<file path="src/design/hw_mgr_cfg.svh">
`ifndef HW_MGR_CFG_SVH
`define HW_MGR_CFG_SVH

// Boot phase delays, all in clock cycles
// Force release until the shutdown reset pulse
`define HW_SD_FORCE_DELAY 20
// Shutdown reset pulse width
`define HW_SD_RST_PULSE 5
// Settle time after the pulse, before DMA start
`define HW_SD_RST_DELAY 30

// Timeouts for the handshaking boot phases
// Max wait for the DAC buffer to fill
`define HW_BUF_LOAD_WAIT 40
// Max wait for the SPI subsystem to come up
`define HW_SPI_START_WAIT 40

// Phase counter width
`define HW_TIMER_W 32

// Board population and field widths
`define HW_NUM_BOARDS 8
`define HW_BOARD_W 3
// Status code field of the status word
`define HW_CODE_W 25
// Sequencer state field of the status word
`define HW_STATE_W 4

`endif

</file>
<file path="src/design/hw_fault_pkg.sv">
`include "hw_mgr_cfg.svh"

package hw_fault_pkg;

  // Status codes, numbering follows the software side
  // Gaps at 15-18 and 25-26 are retired codes
  typedef enum logic [`HW_CODE_W-1:0] {
    OK                   = `HW_CODE_W'd1,
    PS_SHUTDOWN          = `HW_CODE_W'd2,  // sys_en dropped while running
    TRIG_LOCKOUT_OOB     = `HW_CODE_W'd3,  // Config checks start here
    CAL_OFFSET_OOB       = `HW_CODE_W'd4,
    DAC_DIVIDER_OOB      = `HW_CODE_W'd5,
    INTEG_THRESH_AVG_OOB = `HW_CODE_W'd6,
    INTEG_WINDOW_OOB     = `HW_CODE_W'd7,
    INTEG_EN_OOB         = `HW_CODE_W'd8,
    SYS_EN_OOB           = `HW_CODE_W'd9,
    LOCK_VIOL            = `HW_CODE_W'd10,
    SHUTDOWN_SENSE       = `HW_CODE_W'd11, // Board from sense_num
    EXT_SHUTDOWN         = `HW_CODE_W'd12,
    DAC_OVER_THRESH      = `HW_CODE_W'd13, // Per-board codes start here
    ADC_OVER_THRESH      = `HW_CODE_W'd14,
    DAC_BUF_UNDERFLOW    = `HW_CODE_W'd19,
    DAC_BUF_OVERFLOW     = `HW_CODE_W'd20,
    ADC_BUF_UNDERFLOW    = `HW_CODE_W'd21,
    ADC_BUF_OVERFLOW     = `HW_CODE_W'd22,
    PREMAT_DAC_TRIG      = `HW_CODE_W'd23,
    PREMAT_ADC_TRIG      = `HW_CODE_W'd24,
    BUF_FILL_TIMEOUT     = `HW_CODE_W'd27,
    SPI_START_TIMEOUT    = `HW_CODE_W'd28
  } status_code_e;

  // Config out-of-bounds flags, highest priority first
  typedef struct packed {
    logic trig_lockout;
    logic cal_offset;
    logic dac_divider;
    logic integ_thresh_avg;
    logic integ_window;
    logic integ_en;
    logic sys_en;
  } cfg_oob_t;

  // System-wide fault sources
  typedef struct packed {
    logic                   lock_viol;      // Write to locked config
    logic                   shutdown_sense;
    logic [`HW_BOARD_W-1:0] sense_num;      // Board that tripped the sense
    logic                   ext_shutdown;
  } sys_fault_t;

  // Per-board fault vectors, highest priority first
  typedef struct packed {
    logic [`HW_NUM_BOARDS-1:0] dac_over_thresh;
    logic [`HW_NUM_BOARDS-1:0] adc_over_thresh;
    logic [`HW_NUM_BOARDS-1:0] dac_buf_underflow;
    logic [`HW_NUM_BOARDS-1:0] dac_buf_overflow;
    logic [`HW_NUM_BOARDS-1:0] adc_buf_underflow;
    logic [`HW_NUM_BOARDS-1:0] adc_buf_overflow;
    logic [`HW_NUM_BOARDS-1:0] premat_dac_trig;
    logic [`HW_NUM_BOARDS-1:0] premat_adc_trig;
  } board_fault_t;

  // Encoded result of a priority check
  typedef struct packed {
    logic                   valid; // Some source is active
    status_code_e           code;
    logic [`HW_BOARD_W-1:0] board;
  } fault_report_t;

endpackage

</file>
<file path="src/design/hw_state_pkg.sv">
`include "hw_mgr_cfg.svh"

package hw_state_pkg;

  // Sequencer states, numbering is visible in the status word
  typedef enum logic [`HW_STATE_W-1:0] {
    IDLE         = `HW_STATE_W'd1, // Powered down, waiting for sys_en
    RELEASE_SD_F = `HW_STATE_W'd2, // Shutdown force released
    PULSE_SD_RST = `HW_STATE_W'd3, // Shutdown reset held low
    SD_RST_DELAY = `HW_STATE_W'd4, // Settling after the pulse
    START_DMA    = `HW_STATE_W'd5, // Waiting on DAC buffer fill
    START_SPI    = `HW_STATE_W'd6, // Waiting on SPI start
    RUNNING      = `HW_STATE_W'd7,
    HALTED       = `HW_STATE_W'd8  // Stopped on fault or bad config
  } hw_state_e;

  // Control outputs to the rest of the system
  typedef struct packed {
    logic sys_rst;          // System reset
    logic unlock_cfg;       // Config registers writable
    logic dma_en;
    logic spi_en;
    logic trig_en;
    logic n_shutdown_force; // Active low
    logic n_shutdown_rst;   // Active low
  } hw_ctrl_t;

  // Status word as seen by software
  // Board in the top bits, state in the bottom bits
  typedef struct packed {
    logic [`HW_BOARD_W-1:0]     board;
    hw_fault_pkg::status_code_e code;
    hw_state_e                  state;
  } status_word_t;

endpackage

</file>
<file path="src/design/fault_encoder.sv">
`timescale 1ns/1ps

`include "hw_mgr_cfg.svh"

module fault_encoder (
  input  logic                        sys_en,
  input  hw_fault_pkg::cfg_oob_t      cfg_oob,
  input  hw_fault_pkg::sys_fault_t    sys_fault,
  input  hw_fault_pkg::board_fault_t  board_fault,
  output hw_fault_pkg::fault_report_t cfg_report, // Pre-boot config check
  output hw_fault_pkg::fault_report_t run_report  // Run-time fault check
);

  // Lowest set bit of a per-board vector, 0 when empty
  function automatic logic [`HW_BOARD_W-1:0] lowest_board(
    input logic [`HW_NUM_BOARDS-1:0] vec
  );
    logic [`HW_BOARD_W-1:0] idx;
    idx = '0;
    // Scan downward so the lowest hit wins
    for (int i = `HW_NUM_BOARDS - 1; i >= 0; i--) begin
      if (vec[i]) idx = i[`HW_BOARD_W-1:0];
    end
    return idx;
  endfunction

  // Config flags carry no board number
  always_comb begin
    cfg_report.valid = 1'b1;
    cfg_report.board = '0;
    if (cfg_oob.trig_lockout)          cfg_report.code = hw_fault_pkg::TRIG_LOCKOUT_OOB;
    else if (cfg_oob.cal_offset)       cfg_report.code = hw_fault_pkg::CAL_OFFSET_OOB;
    else if (cfg_oob.dac_divider)      cfg_report.code = hw_fault_pkg::DAC_DIVIDER_OOB;
    else if (cfg_oob.integ_thresh_avg) cfg_report.code = hw_fault_pkg::INTEG_THRESH_AVG_OOB;
    else if (cfg_oob.integ_window)     cfg_report.code = hw_fault_pkg::INTEG_WINDOW_OOB;
    else if (cfg_oob.integ_en)         cfg_report.code = hw_fault_pkg::INTEG_EN_OOB;
    else if (cfg_oob.sys_en)           cfg_report.code = hw_fault_pkg::SYS_EN_OOB;
    else begin
      cfg_report.valid = 1'b0; // All config in range
      cfg_report.code  = hw_fault_pkg::OK;
    end
  end

  // Run-time sources in fixed priority
  always_comb begin
    run_report.valid = 1'b1;
    run_report.board = '0;
    if (!sys_en) begin
      run_report.code = hw_fault_pkg::PS_SHUTDOWN; // Software pulled the enable
    end else if (sys_fault.lock_viol) begin
      run_report.code = hw_fault_pkg::LOCK_VIOL;
    end else if (sys_fault.shutdown_sense) begin
      run_report.code  = hw_fault_pkg::SHUTDOWN_SENSE;
      run_report.board = sys_fault.sense_num; // Sense core names the board
    end else if (sys_fault.ext_shutdown) begin
      run_report.code = hw_fault_pkg::EXT_SHUTDOWN;
    end else if (|board_fault.dac_over_thresh) begin
      run_report.code  = hw_fault_pkg::DAC_OVER_THRESH;
      run_report.board = lowest_board(board_fault.dac_over_thresh);
    end else if (|board_fault.adc_over_thresh) begin
      run_report.code  = hw_fault_pkg::ADC_OVER_THRESH;
      run_report.board = lowest_board(board_fault.adc_over_thresh);
    end else if (|board_fault.dac_buf_underflow) begin
      run_report.code  = hw_fault_pkg::DAC_BUF_UNDERFLOW;
      run_report.board = lowest_board(board_fault.dac_buf_underflow);
    end else if (|board_fault.dac_buf_overflow) begin
      run_report.code  = hw_fault_pkg::DAC_BUF_OVERFLOW;
      run_report.board = lowest_board(board_fault.dac_buf_overflow);
    end else if (|board_fault.adc_buf_underflow) begin
      run_report.code  = hw_fault_pkg::ADC_BUF_UNDERFLOW;
      run_report.board = lowest_board(board_fault.adc_buf_underflow);
    end else if (|board_fault.adc_buf_overflow) begin
      run_report.code  = hw_fault_pkg::ADC_BUF_OVERFLOW;
      run_report.board = lowest_board(board_fault.adc_buf_overflow);
    end else if (|board_fault.premat_dac_trig) begin
      // Trigger arrived before the DAC was ready
      run_report.code  = hw_fault_pkg::PREMAT_DAC_TRIG;
      run_report.board = lowest_board(board_fault.premat_dac_trig);
    end else if (|board_fault.premat_adc_trig) begin
      run_report.code  = hw_fault_pkg::PREMAT_ADC_TRIG;
      run_report.board = lowest_board(board_fault.premat_adc_trig);
    end else begin
      run_report.valid = 1'b0; // Nothing wrong
      run_report.code  = hw_fault_pkg::OK;
    end
  end

endmodule

</file>
<file path="src/design/phase_timer.sv">
`timescale 1ns/1ps

`include "hw_mgr_cfg.svh"

module phase_timer (
  input  logic                   clk,
  input  logic                   rst,
  input  hw_state_pkg::hw_state_e phase,   // Current sequencer state
  input  logic                   restart, // Phase change, clear the count
  output logic                   expired  // Delay of this phase used up
);

  logic [`HW_TIMER_W-1:0] count;
  logic [`HW_TIMER_W-1:0] limit;
  logic                   timed;  // Phase has a delay at all

  // Delay per phase
  always_comb begin
    timed = 1'b1;
    case (phase)
      hw_state_pkg::RELEASE_SD_F: limit = `HW_SD_FORCE_DELAY;
      hw_state_pkg::PULSE_SD_RST: limit = `HW_SD_RST_PULSE;
      hw_state_pkg::SD_RST_DELAY: limit = `HW_SD_RST_DELAY;
      hw_state_pkg::START_DMA:    limit = `HW_BUF_LOAD_WAIT;  // Fill timeout
      hw_state_pkg::START_SPI:    limit = `HW_SPI_START_WAIT; // SPI timeout
      default: begin
        // IDLE, RUNNING and HALTED wait on events only
        timed = 1'b0;
        limit = '0;
      end
    endcase
  end

  // Count from phase entry, park at the limit
  always_ff @(posedge clk or posedge rst) begin
    if (rst) begin
      count <= '0;
    end else if (restart) begin
      count <= '0;
    end else if (count < limit) begin
      count <= count + 1'b1;
    end
  end

  // High from the cycle the count reaches the limit
  assign expired = timed && (count >= limit);

endmodule

</file>
<file path="src/design/hw_sequencer.sv">
`timescale 1ns/1ps

`include "hw_mgr_cfg.svh"

module hw_sequencer (
  input  logic                        clk,
  input  logic                        rst,
  input  logic                        sys_en,
  input  logic                        dac_buf_loaded, // DAC buffer preloaded by DMA
  input  logic                        spi_running,    // SPI subsystem up
  input  hw_fault_pkg::fault_report_t cfg_report,
  input  hw_fault_pkg::fault_report_t run_report,
  input  logic                        expired,        // Phase delay elapsed
  output hw_state_pkg::hw_state_e     phase,
  output logic                        restart,        // Clears the phase timer
  output hw_state_pkg::hw_ctrl_t      ctrl,
  output hw_state_pkg::status_word_t  status,
  output logic                        ps_interrupt
);

  // Powered down, config open, shutdown forced
  localparam hw_state_pkg::hw_ctrl_t CTRL_RST = '{
    sys_rst:          1'b1,
    unlock_cfg:       1'b1,
    dma_en:           1'b0,
    spi_en:           1'b0,
    trig_en:          1'b0,
    n_shutdown_force: 1'b0,
    n_shutdown_rst:   1'b1
  };

  hw_state_pkg::hw_state_e    state;
  hw_state_pkg::hw_state_e    state_n;
  hw_state_pkg::hw_ctrl_t     ctrl_n;
  hw_fault_pkg::status_code_e code_q;
  hw_fault_pkg::status_code_e code_n;
  logic [`HW_BOARD_W-1:0]     board_q;
  logic [`HW_BOARD_W-1:0]     board_n;
  logic                       irq_n;

  // Halt drops all enables and forces shutdown again
  // Config stays locked until software clears sys_en
  function automatic hw_state_pkg::hw_ctrl_t halt_ctrl(input hw_state_pkg::hw_ctrl_t c);
    hw_state_pkg::hw_ctrl_t h;
    h                  = c;
    h.sys_rst          = 1'b1;
    h.n_shutdown_force = 1'b0;
    h.dma_en           = 1'b0;
    h.spi_en           = 1'b0;
    h.trig_en          = 1'b0;
    return h;
  endfunction

  always_comb begin
    state_n = state;
    ctrl_n  = ctrl;
    code_n  = code_q;
    board_n = board_q;
    irq_n   = 1'b0; // Interrupt is a single-cycle pulse
    case (state)
      hw_state_pkg::IDLE: begin
        if (sys_en) begin
          if (cfg_report.valid) begin
            // Bad config, refuse to boot
            state_n = hw_state_pkg::HALTED;
            code_n  = cfg_report.code;
            board_n = cfg_report.board;
            irq_n   = 1'b1;
          end else begin
            state_n                 = hw_state_pkg::RELEASE_SD_F;
            ctrl_n.sys_rst          = 1'b0;
            ctrl_n.unlock_cfg       = 1'b0; // Lock config for the run
            ctrl_n.n_shutdown_force = 1'b1;
          end
        end
      end
      hw_state_pkg::RELEASE_SD_F: begin
        if (expired) begin
          state_n               = hw_state_pkg::PULSE_SD_RST;
          ctrl_n.n_shutdown_rst = 1'b0; // Pulse start
        end
      end
      hw_state_pkg::PULSE_SD_RST: begin
        if (expired) begin
          state_n               = hw_state_pkg::SD_RST_DELAY;
          ctrl_n.n_shutdown_rst = 1'b1; // Pulse end
        end
      end
      hw_state_pkg::SD_RST_DELAY: begin
        if (expired) begin
          state_n       = hw_state_pkg::START_DMA;
          ctrl_n.dma_en = 1'b1;
        end
      end
      hw_state_pkg::START_DMA: begin
        // Buffer ready wins over a timeout in the same cycle
        if (dac_buf_loaded) begin
          state_n       = hw_state_pkg::START_SPI;
          ctrl_n.spi_en = 1'b1;
        end else if (expired) begin
          state_n = hw_state_pkg::HALTED;
          ctrl_n  = halt_ctrl(ctrl);
          code_n  = hw_fault_pkg::BUF_FILL_TIMEOUT;
          irq_n   = 1'b1;
        end
      end
      hw_state_pkg::START_SPI: begin
        if (spi_running) begin
          state_n        = hw_state_pkg::RUNNING;
          ctrl_n.trig_en = 1'b1;
          irq_n          = 1'b1; // Tell software we are up
        end else if (expired) begin
          state_n = hw_state_pkg::HALTED;
          ctrl_n  = halt_ctrl(ctrl);
          code_n  = hw_fault_pkg::SPI_START_TIMEOUT;
          irq_n   = 1'b1;
        end
      end
      hw_state_pkg::RUNNING: begin
        if (run_report.valid) begin
          state_n = hw_state_pkg::HALTED;
          ctrl_n  = halt_ctrl(ctrl);
          code_n  = run_report.code;  // Encoder already picked the winner
          board_n = run_report.board;
          irq_n   = 1'b1;
        end
      end
      hw_state_pkg::HALTED: begin
        // Hold the fault until software acknowledges with sys_en low
        if (!sys_en) begin
          state_n           = hw_state_pkg::IDLE;
          code_n            = hw_fault_pkg::OK;
          board_n           = '0;
          ctrl_n.unlock_cfg = 1'b1;
        end
      end
      default: state_n = hw_state_pkg::IDLE; // Recover from illegal encodings
    endcase
  end

  always_ff @(posedge clk or posedge rst) begin
    if (rst) begin
      state        <= hw_state_pkg::IDLE;
      ctrl         <= CTRL_RST;
      code_q       <= hw_fault_pkg::OK;
      board_q      <= '0;
      ps_interrupt <= 1'b0;
    end else begin
      state        <= state_n;
      ctrl         <= ctrl_n;
      code_q       <= code_n;
      board_q      <= board_n;
      ps_interrupt <= irq_n;
    end
  end

  assign phase   = state;
  assign restart = (state_n != state); // Timer starts at zero in each new phase

  assign status.board = board_q;
  assign status.code  = code_q;
  assign status.state = state;

endmodule

</file>
<file path="src/design/hw_manager.sv">
`timescale 1ns/1ps

module hw_manager (
  input  logic                       clk,
  input  logic                       rst,
  input  logic                       sys_en,         // Software power-on request
  input  logic                       dac_buf_loaded,
  input  logic                       spi_running,
  input  hw_fault_pkg::cfg_oob_t     cfg_oob,
  input  hw_fault_pkg::sys_fault_t   sys_fault,
  input  hw_fault_pkg::board_fault_t board_fault,
  output hw_state_pkg::hw_ctrl_t     ctrl,
  output hw_state_pkg::status_word_t status,
  output logic                       ps_interrupt
);

  hw_fault_pkg::fault_report_t cfg_report;
  hw_fault_pkg::fault_report_t run_report;
  hw_state_pkg::hw_state_e     phase;
  logic                        restart;
  logic                        expired;

  // Fault priority and board lookup
  fault_encoder i_encoder (
    .sys_en      (sys_en),
    .cfg_oob     (cfg_oob),
    .sys_fault   (sys_fault),
    .board_fault (board_fault),
    .cfg_report  (cfg_report),
    .run_report  (run_report)
  );

  // Per-phase delay and timeout counter
  phase_timer i_timer (
    .clk     (clk),
    .rst     (rst),
    .phase   (phase),
    .restart (restart),
    .expired (expired)
  );

  hw_sequencer i_sequencer (
    .clk            (clk),
    .rst            (rst),
    .sys_en         (sys_en),
    .dac_buf_loaded (dac_buf_loaded),
    .spi_running    (spi_running),
    .cfg_report     (cfg_report),
    .run_report     (run_report),
    .expired        (expired),
    .phase          (phase),
    .restart        (restart),
    .ctrl           (ctrl),
    .status         (status),
    .ps_interrupt   (ps_interrupt)
  );

endmodule

</file>
<file path="config.mk">
export PLATFORM = sky130hd
export DESIGN_NAME = hw_manager
export DESIGN_NICKNAME = d
export VERILOG_FILES = /design/src/design/hw_fault_pkg.sv /design/src/design/hw_state_pkg.sv /design/src/design/fault_encoder.sv /design/src/design/phase_timer.sv /design/src/design/hw_sequencer.sv /design/src/design/hw_manager.sv
export VERILOG_INCLUDE_DIRS = /design/src /design/src/design
export SDC_FILE = /design/constraint.sdc
export NUM_CORES = 1
export LEC_CHECK = 0
export BUFFER_PORTS_ARGS = -buffer_cell sky130_fd_sc_hd__buf_2
export CORE_MARGIN = 1.5
export CORE_UTILIZATION = 48
export CTS_CLUSTER_SIZE = 40
export DETAILED_ROUTE_END_ITERATION = 8
export PLACE_DENSITY_LB_ADDON = 0.12
export SLEW_MARGIN = 10
export SYNTH_ARGS = -nofsm -noshare
export SYNTH_HDL_FRONTEND = slang
export SYNTH_SLANG_ARGS = --single-unit
</file>
<file path="constraint.sdc">
create_clock -name clk -period 3.1 [get_ports clk]
set_input_delay 0.155 -clock clk [delete_from_list [all_inputs] [get_ports clk]]
set_output_delay 0.155 -clock clk [all_outputs]
set_load 0.005 [all_outputs]
</file>
; ---- Word level (Yosys, flattened, before mapping)
; Index checks and enable logic that the tools add are counted.
[word_totals]
regBits = 72
input_bits = 82
out_inout_bits = 40
wordCells = 227
[classes]
n_addsub = 1
magnitude_cmp = 2
n_eq_ne = 21
muxes = 163
bitwise = 1
n_reduce_logical = 27
[op_table]
columns = op, n
row1 = 2-to-1 mux 25 bit, 17
row2 = 2-to-1 mux 28 bit, 8
row3 = 2-to-1 mux 3 bit, 74
row4 = case mux 25 bit (5 select lines), 1
row5 = 2-to-1 mux 32 bit, 2
row6 = OR reduction 8 bit, 8
row7 = 2-to-1 mux 4 bit, 12
row8 = 2-to-1 mux 1 bit, 33
row9 = adder 32 x 1 -> 32 bit (second input constant), 1
row10 = >= comparator 32 x 6 -> 1 bit, 1
row11 = < comparator 32 x 6 -> 1 bit, 1
row12 = case mux 4 bit (8 select lines), 1
row13 = != test 2 bit (second input constant), 12
row14 = case mux 6 bit (4 select lines), 1
row15 = equality test 4 x 3 -> 1 bit (second input constant), 4
row16 = case mux 1 bit (4 select lines), 4
row17 = nonzero test 4 bit, 4
row18 = 2-to-1 mux 7 bit, 2
row19 = AND reduction 6 bit, 2
row20 = case mux 1 bit (5 select lines), 2
row21 = AND reduction 5 bit, 2
row22 = case mux 3 bit (3 select lines), 1
row23 = AND reduction 9 bit, 1
row24 = equality test 4 x 2 -> 1 bit (second input constant), 2
row25 = other kinds (15), 19

; ---- Depth between registers and ports, before layout
[depth]
ltp_word = 22
ltp_mapped = 15
depth_no_buf = 11

; ---- Hierarchy
; Synthesis repeated with hierarchy kept, for this count alone.
[hier_totals]
hier_cells = 620
hier_area_um2 = 5134.9
[by_module_without_submodules]
columns = module, n_inst, cells_each, area_each_um2, seq_area_each_um2
row1 = hw_sequencer, 1, 270, 2351.0, 1007.2
row2 = phase_timer, 1, 132, 1443.9, 800.8
row3 = fault_encoder, 1, 218, 1340.0, 0.0

; ---- Worst setup path after synthesis
; Ideal clock, no wire load.
[synth_path]
path_kind = register to register
start = reg i_sequencer.state[1], in the netlist i_sequencer.phase[1]
end = reg i_timer.count[6]
setup_ns = 0.078
arrival_time_ns = 3.370
t_required_ns = 3.022
path_slack_ns = -0.348
path_stages_with_launch = 14
path_buffers = 4
synth_period_minus_slack_ns = 3.448
cell_sequence = dfrtp_1 > clkbuf_1 > clkbuf_1 > xnor2_1 > or3_1 > ha_1 > and4bb_2 > a21bo_1 > and3_1 > a211o_1 > or3_1 > clkbuf_4 > buf_4 > a21oi_1
[synth_between]
elab_chain_len = 10
elab_cells_between_ends = 28
classes_between = order compare (2) / eq/ne (9) / mux (13) / reduce/logical (4)
[synth_rtl]
columns = element, line
row1 = "start, declared", hw_sequencer.sv:32  ; hw_state_pkg::hw_state_e state;
row2 = "start signal, assigned", hw_sequencer.sv:143  ; state <= hw_state_pkg::IDLE;
row3 = "start signal, assigned", hw_sequencer.sv:149  ; state <= state_n;
row4 = equality test 4 x 3 -> 1 bit, "phase_timer.sv:20, hw_sequencer.sv:60"
row5 = OR reduction 2 bit (no source line), -
row6 = case mux 6 bit (4 select lines), phase_timer.sv:20  ; case (phase)
row7 = >= comparator 32 x 6 -> 1 bit, phase_timer.sv:46  ; assign expired = timed && (count >= limit);
row8 = logical AND 1 bit, phase_timer.sv:46
row9 = 2-to-1 mux 4 bit, "hw_sequencer.sv:100, hw_sequencer.sv:112"
row10 = "2-to-1 mux 4 bit, on equally long branches", "hw_sequencer.sv:108, hw_sequencer.sv:97"
row11 = case mux 4 bit (8 select lines), hw_sequencer.sv:60  ; case (state)
row12 = != test 4 bit, hw_sequencer.sv:158  ; assign restart = (state_n != state);
row13 = 2-to-1 mux 32 bit or nonzero test 2 bit (tied branches), -
row14 = "end signal, assigned", phase_timer.sv:41  ; count <= count + 1'b1;
row15 = "end, declared", phase_timer.sv:13  ; logic [`HW_TIMER_W-1:0] count;
; Several ways; a longest one is shown, not always the timed one.
; A chain may end at the register's enable or synchronous reset.

; ---- Worst setup path in the final report
[layout_path]
start = reg i_sequencer.state[3], in the netlist i_sequencer.phase[3]
end = reg i_timer.count[30]
; Same word-level chain as after synthesis.

==> out/metrics.cfg <==
[place]
placement.io_buffers = 101
dp_slack_ns = 0.0412
place_congestion = 0.931
place_area_um2 = 4870
dp_hpwl_um = 9050

[critical_path]
crit_fanout = 12
crit_type = reg -> reg
crit_arrival_ns = 3.30
critPathCaptureType = flip-flop
crit_required_ns = 3.35
crit_path_start_kind = flip-flop

[cts]
cts_buffer_depth = 2
insertion_delay_ns = 0.32
cts.sinks = 52
clk_pin_slew_worst_paths_ns = 0.12
cts_tree = done
cts_buffers = 5
cts-root-buf = clkbuf_8
htree_levels = 2

[floorplanning]
row_count = 33
initial_core_util_pct = 50.0
die-width_um = 95.9
fp.coreArea_um2 = 8300
io_pins = 122
fp.dieH_um = 95.9
die-area_um2 = 9210

[synth]
syn_area_per_cell_um2 = 8.24
synth_top_area_share_pct = 28.4
netlist_instances = 503
ys.flop_type = dfrtp_1
ys_ff_latch = 52
syn_area_um2 = 4150
synth_top_cell_by_area = dfrtp_1
ys_types = 71
synthTopCellsByArea = dfrtp_1 (28%), a21oi_2 (6.3%), nand2_1 (5.7%)
synthArstFlopShare_pct = 100
synth_edf_count = 0
yosysWarningCount = 0
ys_seq_area_share_pct = 31.5

[global_route]
antenna_found_initial = 0
first_global_vias = 4037
grt_pass1_wl_um = 18700
overflow = 0
grt_max_degree = 53
grt.total_usage_pct = 26.1

[power]
cellPowerDensity_nw_per_um2 = 389
power_frac_seq_pct = 38.5
power_frac_comb_pct = 39.4
p_sw_share_pct = 36.7
p_leak_nw = 2.30
p_sw_mw = 0.735
p_int_mw = 1.27
peakVddDrop_mv = 0.198
finalPower_mw = 2.00
pwr-share-clk_pct = 22.0

[layout]
area_growth_pct = 24.2
fin_nets = 722
diodes = 0
design_area_um2 = 5150
drive_gt1_share_pct = 36.8

[sta]
fin_tns_setup_ns = 0
setup_viol = 0
min_period_over_period_pct = 98.3
whs_ns = 0.0982
worstMarginPinSlew_ns = 1.10
fin_ws_ns = 0.0530
drv_slew = 0
post-route-min-period_ns = 3.05
timing.fmax_ghz = 0.328
finClkSkew_ns = 0.0166
maxSlewHeadroom_pct = 26.8
finalHoldViolations = 0
rsz0062_at_grt = yes

[detailed_routing]
wirelength_um = 11900
vias = 4282
drtPass1Iterations = 6
vias_per_cell = 5.79
detail-route-antenna-nets = 0
wl_per_cell_um = 16.0
drc = 0
drtIter0Drc = 209

[run_status]
outcome = completed

[min_path]
hold_path_class = in -> async

[flow_run]
maxCapViolCount = 0

==> repair_timing <==
action	4_1_cts	5_1_grt
hold buffers	0	0
endpoints found under the setup margin	0	35
buffers inserted	0	8
gates resized for setup	0	14
==> synthesized netlist by cell type (4+ instances only) <==
| library cell | number |
|---|---|
| a211oi_1 | 6 |
| a21oi_1 | 28 |
| a21oi_2 | 30 |
| and2_1 | 7 |
| and3_1 | 4 |
| buf_4 | 23 |
| buf_6 | 5 |
| clkbuf_1 | 6 |
| dfrtp_1 | 47 |
| dfstp_2 | 5 |
| ha_1 | 7 |
| inv_1 | 21 |
| mux2_2 | 4 |
| nand2_1 | 63 |
| nand2b_1 | 8 |
| nand3_1 | 8 |
| nand4_1 | 8 |
| nor2_1 | 46 |
| nor2b_1 | 7 |
| nor3_1 | 21 |
| nor4_1 | 21 |
| o211ai_1 | 5 |
| o21ai_0 | 26 |
| o21bai_1 | 5 |
| o311ai_0 | 4 |
| o31ai_1 | 7 |
| or2_2 | 6 |
| or4_1 | 4 |
| xnor2_1 | 6 |
==> cells by family (layout without fill, tap and decap cells) <==
kind of cell             after synthesis  count (layout)  share of synthesized area, %
flip-flops                            52              52                          31.5
buffers and inverters                 63             175                          9.87
multiplexers                           7               7                          1.81
adder cells (fa/ha/maj)                8               8                          2.35
XOR/XNOR                               6               6                          1.27
AO/OA/AOI/OAI                        145             145                          25.2
other                                  1              20                        0.0904
AND/OR/NAND/NOR                      221             221                          27.9
==> metal layers <==
layer / global-route usage [%] / vias up / wire [µm]
li1: - / 2062 / -
met4: 7.11 / 0 / 291
met3: 4.74 / 28 / 755
met2: 44.4 / 186 / 5690
met5: 0 / - / 0
met1: 33.8 / 2006 / 5120
==> sequential cells by signal, summed over array words and instances (netlist names) <==
| name | cells |
|---|---|
| i_sequencer.board_q | 3 |
| i_sequencer.ps_interrupt | 1 |
| i_sequencer.ctrl | 7 |
| i_sequencer.code_q | 5 |
| i_sequencer.phase | 4 |
| i_timer.count | 32 |
==> final timing paths <==
path                                            startpoint                                 end  slack [ns]  cells past startpoint
setup reg to reg            i_sequencer.phase[3]$_DFF_PP0_       i_timer.count[30]$_DFFE_PP0P_        0.05                     10
hold / removal                                         rst        i_timer.count[7]$_DFFE_PP0P_         0.1                      2
max in group asynchronous                              rst      i_sequencer.phase[2]$_DFF_PP0_        2.25                      2
setup / recovery            i_sequencer.phase[3]$_DFF_PP0_       i_timer.count[30]$_DFFE_PP0P_        0.05                     10
min in group clk                              sys_fault[3]  i_sequencer.board_q[2]$_DFFE_PP0P_        0.10                      3
hold reg to reg            i_sequencer.ctrl[6]$_DFFE_PP1P_     i_sequencer.ctrl[6]$_DFFE_PP1P_        0.47                      2
==> power groups by stage <==
| stage | Combinational, mW | Sequential (mW) | Clock (mW) |
|---|---|---|---|
| final | 0.789 | 0.772 | 0.442 |
| after detailed placement | 0.708 | 0.788 | 0 |
| after global routing | 0.855 | 0.778 | 0.485 |
| after floorplan | 0.454 | 0.782 | 0 |
| after global placement | 0.701 | 0.787 | 0 |
| after CTS | 0.709 | 0.776 | 0.454 |
==> through the flow <==
step           std cells  util (%)
2_1_floorplan        522         -
3_3_place_gp         721      58.7
3_5_place_dp         721      58.7
4_1_cts              729      59.9
5_1_grt              739      62.0
6_report             739      62.0
==> critical path, cell delays in order (launching register included) <==
cell and delay [ns]:
dfrtp_1 0.43, buf_12 0.14, or3_4 0.39, ha_4 0.26
and4bb_2 0.23, a21bo_4 0.26, and3_4 0.19, a211o_1 0.27
or3_4 0.45, clkbuf_16 0.21, a21oi_2 0.14
==> layout by cell type (no fill, tap or decap), types with 26 or more instances in the layout <==
cell,netlist,final
a21oi_1,28,28
a21oi_2,30,30
buf_2,3,101
buf_4,23,37
dfrtp_1,47,45
nand2_1,63,63
nor2_1,46,45
o21ai_0,26,26
==> final cells by class <==
type,count,area [µm²]
flip-flops and latches,52,1310
repair buffers,146,945
well taps,105,131
multi-input cells,407,2590
clock buffers,5,68.8
inverters,21,78.8
clock inverters,3,28.8
fillers,749,3150
(Power assumes the default switching activity.)
